## src/rtl/pic_bus_pkg.sv

```systemverilog
`default_nettype none

package pic_bus_pkg;

   localparam int WB_ADDR_W  = 16;
   localparam int WB_DATA_W  = 32;
   localparam int REGION_LSB = 12;            // Top nibble selects the region

   ////////////////////
   // Register map
   localparam logic [WB_ADDR_W-1:0] PRIORITY_BASE  = 16'h0000;
   localparam logic [WB_ADDR_W-1:0] PENDING_BASE   = 16'h1000;
   localparam logic [WB_ADDR_W-1:0] ENABLE_BASE    = 16'h2000;
   localparam logic [WB_ADDR_W-1:0] CONFIG_ADDR    = 16'h3000;
   localparam logic [WB_ADDR_W-1:0] GW_CONFIG_BASE = 16'h4000;
   localparam logic [WB_ADDR_W-1:0] GW_CLEAR_BASE  = 16'h5000;

   ////////////////////
   // Data word views
   typedef struct packed {
      logic [WB_DATA_W-5:0] rsvd;
      logic [3:0]           prio;
   } pic_prio_view_t;

   typedef struct packed {
      logic [WB_DATA_W-3:0] rsvd;
      logic                 gw_type;          // 1 is edge
      logic                 polarity;         // 1 is active low
   } pic_gw_view_t;

   // Same word, read per address region
   typedef union packed {
      pic_prio_view_t pri;
      pic_gw_view_t   gw;
   } pic_reg_word_u;

endpackage

`default_nettype wire

```

## src/rtl/pic_irq_pkg.sv

```systemverilog
`default_nettype none

package pic_irq_pkg;

   ////////////////////
   // Widths
   localparam int PRIO_W = 4;
   localparam int ID_W   = 8;                 // Up to 255 sources

   typedef logic [PRIO_W-1:0] prio_t;
   typedef logic [ID_W-1:0]   irq_id_t;

   // Most urgent level in normal order
   localparam prio_t PRIO_MAX = 4'd15;

endpackage

`default_nettype wire

```

## src/rtl/pic_cfg_if.sv

```systemverilog
`timescale 1ns/100ps
`default_nettype none

interface pic_cfg_if
   import pic_irq_pkg::*;
#(
   parameter int NUM_SRC = 32
);

   prio_t [NUM_SRC-1:0] prio;
   logic  [NUM_SRC-1:0] enable;
   logic  [NUM_SRC-1:0] gw_polarity;
   logic  [NUM_SRC-1:0] gw_edge;
   logic  [NUM_SRC-1:0] gw_clear;       // One cycle per clear write
   logic                order_rev;      // 0 becomes most urgent
   logic  [NUM_SRC-1:0] pending;

   modport regs (
      output prio,
      output enable,
      output gw_polarity,
      output gw_edge,
      output gw_clear,
      output order_rev,
      input  pending
   );

   modport gw (
      input  gw_polarity,
      input  gw_edge,
      input  gw_clear,
      output pending
   );

   modport arb (
      input  prio,
      input  enable,
      input  order_rev,
      input  pending
   );

endinterface

`default_nettype wire

```

## src/rtl/pic_arbiter.sv

```systemverilog
`timescale 1ns/100ps
`default_nettype none

module pic_arbiter
   import pic_irq_pkg::*;
#(
   parameter int NUM_SRC = 32
) (
   input  logic    clk,
   input  logic    arst_n,
   input  prio_t   meipt,
   input  prio_t   meicurpl,
   output irq_id_t claimid,
   output prio_t   pl,
   output logic    mexintpend,
   output logic    mhwakeup,
   pic_cfg_if.arb  cfg
);

   localparam int LEVELS   = $clog2(NUM_SRC);
   localparam int NUM_LEAF = 2 ** LEVELS;

   prio_t   win_pl;
   irq_id_t win_id;
   prio_t   pl_d;
   prio_t   meipt_eff;
   prio_t   curpl_eff;
   prio_t   max_pl;
   logic    pend_d;
   logic    wake_d;

   ////////////////////
   // Comparison tree
   for (genvar l = 0; l <= LEVELS; l++) begin : g_lvl
      prio_t   lvl_pl [0:(NUM_LEAF >> l)-1];
      irq_id_t lvl_id [0:(NUM_LEAF >> l)-1];

      if (l == 0) begin : g_leaf
         for (genvar i = 0; i < NUM_LEAF; i++) begin : g_in
            if (i < NUM_SRC) begin : g_src
               prio_t lvl;

               assign lvl       = cfg.order_rev ? ~cfg.prio[i] : cfg.prio[i];
               assign lvl_pl[i] = (cfg.pending[i] & cfg.enable[i]) ? lvl : '0;
               assign lvl_id[i] = irq_id_t'(i);
            end else begin : g_pad
               assign lvl_pl[i] = '0;             // Never beats a real source
               assign lvl_id[i] = '0;
            end
         end
      end else begin : g_cmp
         for (genvar m = 0; m < (NUM_LEAF >> l); m++) begin : g_node
            logic take_b;

            // Left side has the lower ids and wins ties
            assign take_b    = g_lvl[l-1].lvl_pl[2*m] < g_lvl[l-1].lvl_pl[2*m+1];
            assign lvl_pl[m] = take_b ? g_lvl[l-1].lvl_pl[2*m+1] : g_lvl[l-1].lvl_pl[2*m];
            assign lvl_id[m] = take_b ? g_lvl[l-1].lvl_id[2*m+1] : g_lvl[l-1].lvl_id[2*m];
         end
      end
   end

   assign win_pl = g_lvl[LEVELS].lvl_pl[0];
   assign win_id = g_lvl[LEVELS].lvl_id[0];

   ////////////////////
   // Notification
   assign meipt_eff = cfg.order_rev ? ~meipt : meipt;
   assign curpl_eff = cfg.order_rev ? ~meicurpl : meicurpl;
   assign pl_d      = cfg.order_rev ? ~win_pl : win_pl;     // Back to software levels
   assign max_pl    = cfg.order_rev ? prio_t'(0) : PRIO_MAX;
   assign pend_d    = (win_pl > meipt_eff) && (win_pl > curpl_eff);
   assign wake_d    = (pl_d == max_pl);

   always_ff @(posedge clk or negedge arst_n) begin
      if (!arst_n) begin
         claimid    <= '0;
         pl         <= '0;
         mexintpend <= 1'b0;
         mhwakeup   <= 1'b0;
      end else begin
         claimid    <= win_id;
         pl         <= pl_d;
         mexintpend <= pend_d;
         mhwakeup   <= wake_d;
      end
   end

   a_claim_range : assert property (@(posedge clk) disable iff (!arst_n)
      claimid < NUM_SRC);

endmodule

`default_nettype wire

```

## src/rtl/pic_gateways.sv

```systemverilog
`timescale 1ns/100ps
`default_nettype none

module pic_gateways
   import pic_irq_pkg::*;
#(
   parameter int NUM_SRC = 32
) (
   input  logic               clk,
   input  logic               arst_n,
   input  logic [NUM_SRC-1:0] ext_irq,
   pic_cfg_if.gw              cfg
);

   localparam irq_id_t LAST_SRC = irq_id_t'(NUM_SRC - 1);

   logic [NUM_SRC-1:1] sync_q1;
   logic [NUM_SRC-1:1] sync_q2;
   logic [NUM_SRC-1:0] pend;

   // Two-flop synchronizer, bit 0 unused
   always_ff @(posedge clk or negedge arst_n) begin
      if (!arst_n) begin
         sync_q1 <= '0;
         sync_q2 <= '0;
      end else begin
         sync_q1 <= ext_irq[NUM_SRC-1:1];
         sync_q2 <= sync_q1;
      end
   end

   ////////////////////
   // Per-source gateway
   for (genvar i = 1; i <= LAST_SRC; i++) begin : g_src
      logic act;
      logic sticky_q;

      assign act = sync_q2[i] ^ cfg.gw_polarity[i];

      // Held until cleared, reloads while input still active
      always_ff @(posedge clk or negedge arst_n) begin
         if (!arst_n) begin
            sticky_q <= 1'b0;
         end else begin
            sticky_q <= cfg.gw_edge[i] & (act | (sticky_q & ~cfg.gw_clear[i]));
         end
      end

      assign pend[i] = act | (cfg.gw_edge[i] & sticky_q);
   end

   assign pend[0]     = 1'b0;                // Reserved source
   assign cfg.pending = pend;

   a_no_clear_src0 : assert property (@(posedge clk) disable iff (!arst_n)
      !cfg.gw_clear[0]);

endmodule

`default_nettype wire

```

## src/rtl/pic_regs.sv

```systemverilog
`timescale 1ns/100ps
`default_nettype none

module pic_regs
   import pic_bus_pkg::*;
   import pic_irq_pkg::*;
#(
   parameter int NUM_SRC = 32
) (
   input  logic                 clk,
   input  logic                 arst_n,
   input  logic                 wb_cyc,
   input  logic                 wb_stb,
   input  logic                 wb_we,
   input  logic [WB_ADDR_W-1:0] wb_adr,
   input  logic [WB_DATA_W-1:0] wb_dat_w,
   output logic [WB_DATA_W-1:0] wb_dat_r,
   output logic                 wb_ack,
   pic_cfg_if.regs              cfg
);

   localparam int NUM_GRP = (NUM_SRC + WB_DATA_W - 1) / WB_DATA_W;

   logic                              req;
   logic                              wr;
   logic [WB_ADDR_W-REGION_LSB-1:0]   region;
   irq_id_t                           src_idx;
   logic                              word_ok;
   logic                              src_ok;
   logic                              grp_ok;
   logic                              hit_prio;
   logic                              hit_pend;
   logic                              hit_en;
   logic                              hit_cfg;
   logic                              hit_gw;
   logic                              hit_clr;
   pic_reg_word_u                     wdat;
   pic_reg_word_u                     rd_word;
   logic [NUM_GRP*WB_DATA_W-1:0]      pend_ext;

   prio_t [NUM_SRC-1:1]               prio_q;
   logic  [NUM_SRC-1:1]               enable_q;
   logic  [NUM_SRC-1:1]               pol_q;
   logic  [NUM_SRC-1:1]               edge_q;
   logic  [NUM_SRC-1:1]               clr_q;
   logic                              order_q;

   ////////////////////
   // Address decode
   assign req     = wb_cyc & wb_stb & ~wb_ack;   // Idle cycle after every ack
   assign wr      = req & wb_we;
   assign region  = wb_adr[WB_ADDR_W-1:REGION_LSB];
   assign src_idx = wb_adr[9:2];
   assign word_ok = (wb_adr[11:10] == 2'b00) && (wb_adr[1:0] == 2'b00);
   assign src_ok  = word_ok && (src_idx != '0) && (src_idx < NUM_SRC);
   assign grp_ok  = word_ok && (src_idx < NUM_GRP);
   assign wdat    = wb_dat_w;

   assign hit_prio = (region == PRIORITY_BASE[WB_ADDR_W-1:REGION_LSB]) && src_ok;
   assign hit_pend = (region == PENDING_BASE[WB_ADDR_W-1:REGION_LSB]) && grp_ok;
   assign hit_en   = (region == ENABLE_BASE[WB_ADDR_W-1:REGION_LSB]) && src_ok;
   assign hit_gw   = (region == GW_CONFIG_BASE[WB_ADDR_W-1:REGION_LSB]) && src_ok;
   assign hit_clr  = (region == GW_CLEAR_BASE[WB_ADDR_W-1:REGION_LSB]) && src_ok;
   assign hit_cfg  = (wb_adr == CONFIG_ADDR);

   ////////////////////
   // Registers
   always_ff @(posedge clk or negedge arst_n) begin
      if (!arst_n) begin
         wb_ack   <= 1'b0;
         prio_q   <= '0;
         enable_q <= '0;
         pol_q    <= '0;
         edge_q   <= '0;
         clr_q    <= '0;
         order_q  <= 1'b0;
      end else begin
         wb_ack <= req;
         clr_q  <= '0;
         if (wr && hit_prio) begin
            prio_q[src_idx] <= wdat.pri.prio;
         end
         if (wr && hit_en) begin
            enable_q[src_idx] <= wb_dat_w[0];
         end
         if (wr && hit_gw) begin
            pol_q[src_idx]  <= wdat.gw.polarity;
            edge_q[src_idx] <= wdat.gw.gw_type;
         end
         if (wr && hit_clr) begin
            clr_q[src_idx] <= 1'b1;                 // Data ignored
         end
         if (wr && hit_cfg) begin
            order_q <= wb_dat_w[0];
         end
      end
   end

   ////////////////////
   // Read mux
   always_comb begin
      pend_ext              = '0;
      pend_ext[NUM_SRC-1:0] = cfg.pending;
      rd_word               = '0;
      if (hit_prio) begin
         rd_word.pri.prio = prio_q[src_idx];
      end else if (hit_pend) begin
         rd_word = pend_ext[int'(src_idx)*WB_DATA_W +: WB_DATA_W];
      end else if (hit_en) begin
         rd_word = {{(WB_DATA_W-1){1'b0}}, enable_q[src_idx]};
      end else if (hit_gw) begin
         rd_word.gw.polarity = pol_q[src_idx];
         rd_word.gw.gw_type  = edge_q[src_idx];
      end else if (hit_cfg) begin
         rd_word = {{(WB_DATA_W-1){1'b0}}, order_q};
      end
   end

   always_ff @(posedge clk) begin
      if (req && !wb_we) begin
         wb_dat_r <= rd_word;
      end
   end

   // Source 0 has no registers
   assign cfg.prio        = {prio_q, prio_t'(0)};
   assign cfg.enable      = {enable_q, 1'b0};
   assign cfg.gw_polarity = {pol_q, 1'b0};
   assign cfg.gw_edge     = {edge_q, 1'b0};
   assign cfg.gw_clear    = {clr_q, 1'b0};
   assign cfg.order_rev   = order_q;

   a_ack_single : assert property (@(posedge clk) disable iff (!arst_n)
      wb_ack |=> !wb_ack);

   a_ack_after_req : assert property (@(posedge clk) disable iff (!arst_n)
      $rose(wb_ack) |-> $past(wb_cyc && wb_stb));

endmodule

`default_nettype wire

```

## src/rtl/pic_top.sv

```systemverilog
`timescale 1ns/100ps
`default_nettype none

module pic_top
   import pic_bus_pkg::*;
   import pic_irq_pkg::*;
#(
   parameter int NUM_SRC = 32
) (
   input  logic                 clk,
   input  logic                 arst_n,

   // Wishbone slave
   input  logic                 wb_cyc,
   input  logic                 wb_stb,
   input  logic                 wb_we,
   input  logic [WB_ADDR_W-1:0] wb_adr,
   input  logic [WB_DATA_W-1:0] wb_dat_w,
   output logic [WB_DATA_W-1:0] wb_dat_r,
   output logic                 wb_ack,

   input  logic [NUM_SRC-1:0]   ext_irq,      // Bit 0 ignored
   input  prio_t                meipt,
   input  prio_t                meicurpl,

   output logic                 mexintpend,
   output irq_id_t              claimid,
   output prio_t                pl,
   output logic                 mhwakeup
);

   pic_cfg_if #(.NUM_SRC(NUM_SRC)) u_cfg ();

   pic_regs #(.NUM_SRC(NUM_SRC)) u_regs (
      .clk      (clk),
      .arst_n   (arst_n),
      .wb_cyc   (wb_cyc),
      .wb_stb   (wb_stb),
      .wb_we    (wb_we),
      .wb_adr   (wb_adr),
      .wb_dat_w (wb_dat_w),
      .wb_dat_r (wb_dat_r),
      .wb_ack   (wb_ack),
      .cfg      (u_cfg.regs)
   );

   pic_gateways #(.NUM_SRC(NUM_SRC)) u_gw (
      .clk     (clk),
      .arst_n  (arst_n),
      .ext_irq (ext_irq),
      .cfg     (u_cfg.gw)
   );

   pic_arbiter #(.NUM_SRC(NUM_SRC)) u_arb (
      .clk        (clk),
      .arst_n     (arst_n),
      .meipt      (meipt),
      .meicurpl   (meicurpl),
      .claimid    (claimid),
      .pl         (pl),
      .mexintpend (mexintpend),
      .mhwakeup   (mhwakeup),
      .cfg        (u_cfg.arb)
   );

endmodule

`default_nettype wire

```

## config.mk

```make
export PLATFORM = sky130hd
export DESIGN_NAME = pic_top
export DESIGN_NICKNAME = d
export VERILOG_FILES = /design/src/rtl/pic_bus_pkg.sv /design/src/rtl/pic_irq_pkg.sv /design/src/rtl/pic_cfg_if.sv /design/src/rtl/pic_arbiter.sv /design/src/rtl/pic_gateways.sv /design/src/rtl/pic_regs.sv /design/src/rtl/pic_top.sv
export SDC_FILE = /design/constraint.sdc
export NUM_CORES = 1
export LEC_CHECK = 0
export BUFFER_PORTS_ARGS = -buffer_cell sky130_fd_sc_hd__buf_4
export CAP_MARGIN = 20
export CORE_MARGIN = 3
export CORE_UTILIZATION = 34
export CTS_CLUSTER_DIAMETER = 30
export DETAILED_ROUTE_END_ITERATION = 8
export GPL_ROUTABILITY_DRIVEN = 0
export GPL_TIMING_DRIVEN = 0
export SYNTH_ARGS = -nofsm -noshare
export SYNTH_HDL_FRONTEND = slang
export SYNTH_SLANG_ARGS = --single-unit
```

## constraint.sdc

```tcl
create_clock -name clk -period 16.6 [get_ports clk]
set_clock_uncertainty 0.15 [all_clocks]
set_input_delay 1.66 -clock clk [delete_from_list [all_inputs] [get_ports clk]]
set_output_delay 1.66 -clock clk [all_outputs]
set_load 0.01 [all_outputs]
```

==> results.json, run 1 <==
{
  "cts_buffers": 87,
  "worst_pin_slew_ns": 1.22,
  "clock-root-buffer": "clkbuf_16",
  "dpl.cell_count": 3337,
  "clk_path_buf_depth": 3,
  "drc": 0,
  "syn_area_um2": 23900,
  "slowest_delay_ns": 0.84,
  "syn-mean-instance-area_um2": 10.4,
  "routedWlPerCell_um": 23.3,
  "overflow": 0,
  "rsz0062_at_grt": "no",
  "ys_ff_latch": 386,
  "cpMostUsedCell": "ha_1",
  "drive_above_1_share": 0.236,
  "post-place-ws_ns": 4.16,
  "drt_pre_antenna_iters": 5,
  "globalRouteTotalUtil": 0.219,
  "cp.arrival_ns": 12.92,
  "setup-tns-final_ns": 0,
  "chipWidth_um": 271,
  "hold_viol": 0,
  "io_pins": 140,
  "setup_ws_ns": 4.03,
  "yosys-top-cells-area": "dfrtp_1, mux2_2, ha_1",
  "fin_total_pwr_mw": 2.85,
  "final_nets": 2702,
  "grt_max_degree": 122,
  "dieArea_um2": 73400,
  "dp_hpwl_um": 62900,
  "tritoncts": "done",
  "synthArstFlopShare": 0.917,
  "cts_hold_buf": 0,
  "start_util": 0.345,
  "leakagePower_nw": 13.8,
  "finalNonFillerCells": 3501,
  "crit_fanout": 10,
  "grt_pass1_vias": 19900,
  "maxCapViolCount": 0,
  "clk_pin_slew_ns": 0.05,
  "fp-row-count": 96,
  "yosysMostFrequentCell": "dfrtp_1",
  "ant_nets": 0,
  "min_path_type": "register to register",
  "synth_ff_type": "dfrtp_1",
  "required_ns": 16.95,
  "yosysSeqAreaShare": 0.412,
  "drt-vias-per-instance": 5.57,
  "fp.dieH_um": 271,
  "powerDensity_nw_per_um2": 97.6,
  "slew_viol_final": 0,
  "portBuffers": 103,
  "synth_commonest_cells": "dfrtp_1, nand2_1, mux2_2",
  "cts_max_level": 3,
  "setup-violations-final": 0,
  "maxSlewHeadroom": 0.178,
  "synth_top_area_cell": "dfrtp_1",
  "critPathSlowestCell": "buf_1",
  "antenna_found_initial": 3,
  "first_iter_violations": 1753,
  "yosysTopAreaCellShare": 0.371,
  "grt_pass1_wl_um": 122000,
  "clock_latency_ns": 0.63,
  "core-area_um2": 69100,
  "status": "complete, no violations",
  "vdd_drop_max_v": 0.0000784,
  "synthCells": 2283,
  "max_freq_mhz": 79.6,
  "start_kind": "register",
  "cts.repair.resized": 0,
  "cts_setup_buffers": 0,
  "vias": 19500,
  "synth-edff-count": 32,
  "cp-end-kind": "register",
  "area_growth_syn_to_layout_pct": 22.4,
  "synth.distinct_cells": 84,
  "wl_um": 81600,
  "cts_sinks": 386,
  "period_share": 0.757,
  "period_needed_ns": 12.57,
  "worstSetupPathType": "register to register",
  "yosysWarnings": 0
}
## final cells by class
cell class | count | area [um^2]
fill | 6523 | 39900
multi-input combinational | 1713 | 13300
sequential | 386 | 9820
clock buffer | 117 | 2460
tap | 931 | 1160
timing repair buffer | 121 | 1070
clock inverter | 45 | 634
buffer | 94 | 450
inverter | 92 | 345
antenna | 2 | 5.00
## state kept, by name (all words and copies together) (netlist names)
name / flops
u_arb.claimid: 5
u_arb.mexintpend: 1
u_arb.mhwakeup: 1
u_arb.pl: 4
u_gw.g_src.sticky_q: 31
u_gw.sync_q1: 31
u_gw.sync_q2: 31
u_regs.cfg.order_rev: 1
u_regs.cfg.prio: 124
u_regs.clr_q: 31
u_regs.edge_q: 31
u_regs.enable_q: 31
u_regs.pol_q: 31
u_regs.wb_ack: 1
u_regs.wb_dat_r: 32
## worst paths after layout
check	to	startpoint	slack, ns	cells past startpoint
worst min register to register	u_gw.sync_q2[25]$_DFF_PN0_	u_gw.sync_q1[25]$_DFF_PN0_	0.19	0
min in group asynchronous	u_gw.sync_q2[10]$_DFF_PN0_	arst_n	0.82	1
worst max register to register	u_arb.mexintpend$_DFF_PN0_	u_regs.cfg.order_rev$_DFFE_PN0P_	4.03	46
max in group asynchronous	u_gw.sync_q2[20]$_DFF_PN0_	arst_n	14.45	2
worst max-delay path	u_arb.mexintpend$_DFF_PN0_	u_regs.cfg.order_rev$_DFFE_PN0P_	4.03	46
worst min-delay path	u_gw.sync_q2[25]$_DFF_PN0_	u_gw.sync_q1[25]$_DFF_PN0_	0.19	0
## metal layers
layer	track usage	share of wire
met4	0.120	0.056
met3	0.0513	0.088
met1	0.291	0.42
met2	0.328	0.43
met5	0	0
## cell usage in the layout, fill, tap and decap left out, types with 88 or more instances in the layout
master,count
xor2_1,105
mux2_2,239
nor2_1,144
buf_4,110
ha_1,114
dfrtp_1,354
inv_1,92
clkbuf_16,88
nand2_1,263
a21oi_1,118
## worst max-delay path: cells and delay by family, from the launching register on
kind	cells	cell delay, ns
compound gates	13	3.60
buf+inv	10	3.27
fa+ha+maj	6	1.68
simple gates	12	1.62
mux	4	1.36
flops	1	0.44
xor+xnor	1	0.29
## where the power goes
group,leakage (nW),internal [mW],switching [mW]
clock network,1.51,1.21,0.568
registers,5.14,0.963,0.00378
logic,7.10,0.0303,0.0706
total,13.8,2.21,0.643
## cell families (layout without fill, tap and decap cells)
logic type,count (synthesis),after routing,share of synthesized area
AND/OR/NAND/NOR,669,669,0.134
AO/OA/AOI/OAI,436,436,0.125
flip-flops,386,386,0.412
multiplexers,316,316,0.172
buffers and inverters,186,469,0.0333
XOR/XNOR,169,169,0.0621
adder cells (fa/ha/maj),120,120,0.0623
other,1,5,0.000157
## stage by stage
step            util  hold WS (ns)  instance area [um^2]
2_1_floorplan      -         0.181                 23900
3_3_place_gp   0.374         0.182                 25800
3_5_place_dp   0.378         0.186                 26100
4_1_cts        0.423         0.190                 29200
5_1_grt        0.423         0.197                 29200
6_report       0.423         0.189                 29200
No activity file was read; power rests on OpenSTA's default activity.
==> inputs of run 2 (changes only) <==
Settings changed: ABC_AREA set to 1.
Clock period 16.6 ns to 10.19 ns, I/O delays scaled along.
==> results.json, run 2 <==
{
  "status": "complete, no violations",
  "setup-tns-final_ns": 0,
  "final_cell_mix": "nand2_1, dfrtp_1, inv_1, o21ai_0, a21oi_1",
  "syn-mean-instance-area_um2": 7.89,
  "period_share": 0.904,
  "cp.arrival_ns": 9.54,
  "maxSlewHeadroom": 0.173,
  "chipWidth_um": 262,
  "globalRouteTotalUtil": 0.217,
  "overflow": 0,
  "area_growth_syn_to_layout_pct": 23.1,
  "maxCapViolCount": 0,
  "finalNonFillerCells": 3950,
  "final-seq-area_um2": 9820,
  "setup-violations-final": 0,
  "filler_cell_count": 6506,
  "yosys-top-cells-area": "dfrtp_1, nand2_1, ha_1",
  "clk_path_buf_depth": 3,
  "grt_pass1_wl_um": 113000,
  "slowest_delay_ns": 0.91,
  "grt_max_degree": 111,
  "start_kind": "register",
  "crit_fanout": 10,
  "final_nets": 3232,
  "min_path_type": "input pin to async pin",
  "syn_area_um2": 22200,
  "cts_setup_buffers": 0,
  "largest_reg_flops": 124,
  "io_pins": 140,
  "multi_input_area_um2": 11000,
  "antenna_cells": 0,
  "synth.distinct_cells": 48,
  "yosysTopAreaCellShare": 0.398,
  "slew_viol_final": 0,
  "vdd_drop_max_v": 0.000142,
  "cts_hold_buf": 0,
  "period_needed_ns": 9.21,
  "ys_ff_latch": 386,
  "grt_pass1_vias": 18800,
  "clock_latency_ns": 0.64,
  "clk_pin_slew_ns": 0.05,
  "wl_um": 74400,
  "cts_buffers": 86,
  "synth_ff_type": "dfrtp_1",
  "critPathSlowestCell": "clkbuf_1",
  "yosysSeqAreaShare": 0.442,
  "synth_commonest_cells": "nand2_1, dfrtp_1, inv_1",
  "core-area_um2": 64600,
  "ff2ff_path_depth": 41,
  "max_freq_mhz": 109,
  "synth-edff-count": 32,
  "first_iter_violations": 2161,
  "layout_commonest_cell": "nand2_1",
  "dp_hpwl_um": 56500,
  "portBuffers": 106,
  "start_util": 0.344,
  "yosysMostFrequentCell": "nand2_1",
  "routedWlPerCell_um": 18.8,
  "synthCells": 2819,
  "worstReg2RegEnd": "u_arb.mexintpend$_DFF_PN0_",
  "cts_max_level": 3,
  "fp.dieH_um": 262,
  "synthArstFlopShare": 0.917,
  "fp-row-count": 93,
  "required_ns": 10.52,
  "setup.worst_path.start": "u_regs.cfg.order_rev$_DFFE_PN0P_",
  "dieArea_um2": 68500,
  "powerDensity_nw_per_um2": 170,
  "drt-vias-per-instance": 5.15,
  "hold_viol": 0,
  "vias": 20400,
  "drt_pre_antenna_iters": 6,
  "cts_sinks": 386,
  "cp-end-kind": "register",
  "worstSetupPathType": "register to register",
  "rrSetupSlack_ns": 0.98,
  "rsz0062_at_grt": "no",
  "drc": 0,
  "dpl.cell_count": 3792,
  "ant_nets": 0,
  "synth_top_area_cell": "dfrtp_1",
  "tritoncts": "done",
  "drive_above_1_share": 0.127,
  "clock-root-buffer": "clkbuf_16",
  "reg2reg_from": "u_regs.cfg.order_rev$_DFFE_PN0P_",
  "worst_pin_slew_ns": 1.24,
  "fin_total_pwr_mw": 4.65,
  "yosysWarnings": 0,
  "leakagePower_nw": 12.6,
  "cts.repair.resized": 0,
  "antenna_found_initial": 0
}
-- run 2: cell count changes in the layout (fill, tap and decap cells not counted), moves of 37 or more --
cell      before  now
mux2_2       239    0
o21ai_0       47  264
mux4_2        49    0
nand2b_1      56    0
nand2_2        0   56
a31oi_1        8   51
a21boi_0      44    0
xor2_1       105   31
nand2_1      263  802
nand3_1       23  122
o22ai_1       19   56
inv_1         92  271
a21oi_1      118  187
-- run 2: per-layer routing --
metal | share of wire | routed length (um) | track usage | vias to the layer above
li1 | - | - | - | 9844
met1 | 0.44 | 33000 | 0.305 | 9405
met2 | 0.43 | 31800 | 0.323 | 891
met3 | 0.082 | 6090 | 0.0420 | 213
met4 | 0.046 | 3410 | 0.0973 | 0
met5 | 0 | 0 | 0 | -
-- run 2: power breakdown --
group | switching, mW | internal (mW)
Clock | 0.964 | 1.94
Sequential | 0.00585 | 1.57
Combinational | 0.124 | 0.0434
-- run 2: cells by family after synthesis --
logic type               count (synthesis)  share of synthesized area
AO/OA/AOI/OAI                          646                      0.163
XOR/XNOR                                68                     0.0268
adder cells (fa/ha/maj)                114                     0.0641
buffers and inverters                  375                     0.0667
flip-flops                             386                      0.442
multiplexers                             3                    0.00135
other                                    1                   0.000169
AND/OR/NAND/NOR                       1226                      0.236
-- run 2: layout make-up --
class                   count  area share
multi-input cells        2060       0.400
repair buffers            116      0.0345
inverters                 283      0.0388
flip-flops and latches    386       0.359
clock buffers             113      0.0867
clock inverters            45      0.0264
well taps                 855      0.0391
plain buffers              92      0.0154
-- run 2: critical path, delay by kind of cell, from the launching register on --
family | cells | cell delay (ns)
compound gates | 11 | 2.58
buf+inv | 9 | 2.65
xor+xnor | 1 | 0.15
fa+ha+maj | 6 | 1.67
simple gates | 14 | 1.49
flops | 1 | 0.33
-- run 2: worst max-delay path by stage --
stage,endpoint,slack (ns),cells after the start
finish,u_arb.mexintpend$_DFF_PN0_,0.98,41
global route,u_arb.mexintpend$_DFF_PN0_,0.24,41
CTS,u_arb.mexintpend$_DFF_PN0_,0.86,41
detailed placement,u_arb.mexintpend$_DFF_PN0_,0.90,41
global placement,u_arb.mexintpend$_DFF_PN0_,0.49,41
floorplan,u_arb.mexintpend$_DFF_PN0_,3.00,45
-- run 2: through the flow --
stage	hold WS, ns	worst slack (ns)	utilization	cell area (um^2)
after CTS	0.192	0.865	0.424	27400
final	0.188	0.979	0.424	27400
after detailed placement	0.185	0.903	0.376	24300
after floorplan	0.181	3.00	-	22200
after global placement	0.183	0.490	0.373	24100
after global routing	0.198	0.242	0.424	27400
==> inputs of run 3 (changes only) <==
Settings changed: BUFFER_PORTS_ARGS -buffer_cell sky130_fd_sc_hd__buf_4 to -buffer_cell sky130_fd_sc_hd__buf_2.
==> results.json, run 3 (synthesis gave the netlist of run 2 again) <==
{
  "cts_max_level": 3,
  "layout_commonest_cell": "nand2_1",
  "final_util": 0.416,
  "dieArea_um2": 68500,
  "cts_buffers": 84,
  "drt-vias-per-instance": 5.12,
  "drc": 0,
  "worstSetupPathType": "register to register",
  "io_pins": 140,
  "setup-violations-final": 0,
  "required_ns": 10.54,
  "status": "complete, no violations",
  "period_needed_ns": 9.25,
  "portBuffers": 106,
  "dpl.cell_count": 3790,
  "cp-end-kind": "register",
  "clock-root-buffer": "clkbuf_16",
  "clock_latency_ns": 0.62,
  "filler_cell_count": 6539,
  "ant_nets": 0,
  "start_util": 0.344,
  "first_iter_violations": 2158,
  "chipWidth_um": 262,
  "final_nets": 3228,
  "maxCapViolCount": 0,
  "fp.dieH_um": 262,
  "vias": 20200,
  "tritoncts": "done",
  "grt_pass1_vias": 18800,
  "cts_hold_buf": 0,
  "crit_buf_inv": 8,
  "drive_above_1_share": 0.127,
  "clk_pin_slew_ns": 0.06,
  "largest_reg_flops": 124,
  "rsz0062_at_grt": "no",
  "core-area_um2": 64600,
  "crit_fanout": 10,
  "cp_top_family": "buffers and inverters",
  "cts_sinks": 386,
  "drt_pre_antenna_iters": 8,
  "maxSlewHeadroom": 0.185,
  "finalNonFillerCells": 3948,
  "grt_pass1_wl_um": 113000,
  "final_cell_mix": "nand2_1, dfrtp_1, inv_1, o21ai_0, a21oi_1",
  "hold_viol": 0,
  "start_kind": "register",
  "cp.arrival_ns": 9.60,
  "vdd_drop_max_v": 0.000125,
  "area_growth_syn_to_layout_pct": 20.9,
  "critPathSlowestCell": "clkdlybuf4s15_1",
  "period_share": 0.908,
  "slew_viol_final": 0,
  "wl_um": 74500,
  "min_path_type": "register to register",
  "max_freq_mhz": 108,
  "leakagePower_nw": 12.4,
  "clk_path_buf_depth": 3,
  "routedWlPerCell_um": 18.9,
  "overflow": 0,
  "worst_pin_slew_ns": 1.21,
  "slowest_delay_ns": 0.88,
  "fp-row-count": 93,
  "globalRouteTotalUtil": 0.216,
  "setup-tns-final_ns": 0,
  "antenna_found_initial": 3,
  "dp_hpwl_um": 56300,
  "grt_max_degree": 110,
  "powerDensity_nw_per_um2": 166
}
[run 3: changes by cell type in the layout (fill, tap and decap cells not counted), moves of 2 or more]
cell and delta:
clkbuf_1 -5, clkinv_2 +6, inv_6 -2, clkinvlp_4 +3
clkinv_4 +2, bufinv_16 -4, clkbuf_8 -2, clkinv_1 +3
clkinv_16 -3, buf_4 -104, buf_2 +104
[run 3: worst paths after layout]
kind	from	slack [ns]	depth (start not counted)	end
max in group asynchronous	arst_n	8.19	3	u_regs.cfg.prio[42]$_DFFE_PN0P_
hold reg to reg	u_gw.sync_q1[22]$_DFF_PN0_	0.19	0	u_gw.sync_q2[22]$_DFF_PN0_
setup reg to reg	u_regs.cfg.order_rev$_DFFE_PN0P_	0.94	40	u_arb.mexintpend$_DFF_PN0_
hold / removal	u_gw.sync_q1[22]$_DFF_PN0_	0.19	0	u_gw.sync_q2[22]$_DFF_PN0_
min in group asynchronous	arst_n	0.24	1	u_gw.sync_q1[29]$_DFF_PN0_
setup / recovery	u_regs.cfg.order_rev$_DFFE_PN0P_	0.94	40	u_arb.mexintpend$_DFF_PN0_
[run 3: repair_timing]
action / 4_1_cts / 5_1_grt
buffers inserted: 0 / 0
endpoints found under the setup margin: 0 / 1
gates resized for setup: 0 / 4
[run 3: per-stage QoR]
step           cell area (um^2)  total power [mW]  worst slack (ns)  hold slack (ns)
6_report                  26900              4.47             0.938            0.189
5_1_grt                   26900              4.59             0.210            0.201
4_1_cts                   26900              4.50             0.509            0.192
3_5_place_dp              24000              1.76             0.561            0.185
3_3_place_gp              23800              1.75             0.549            0.182
2_1_floorplan             22200              1.66              3.00            0.181
[run 3: layer usage]
metal,up-vias,part of all wire,track usage
met5,-,0.00036,0
met1,9312,0.44,0.298
met2,901,0.43,0.331
li1,9839,-,-
met3,163,0.092,0.0501
met4,4,0.036,0.0790
[run 3: layout make-up]
class | instances | area (um^2) | area share
multi-input combinational | 2060 | 11000 | 0.407
inverter | 283 | 1060 | 0.0395
tap | 855 | 1070 | 0.0398
timing repair buffer | 114 | 658 | 0.0245
antenna | 1 | 2.50 | 0.0000930
clock buffer | 106 | 2310 | 0.0857
sequential | 386 | 9820 | 0.365
clock inverter | 51 | 596 | 0.0221
buffer | 92 | 429 | 0.0160
[run 3: report_power, final]
part | switching (mW) | internal, mW | leakage, nW
Combinational | 0.125 | 0.0361 | 5.87
Clock | 0.936 | 1.80 | 1.40
Sequential | 0.00566 | 1.57 | 5.12
Total | 1.07 | 3.40 | 12.4
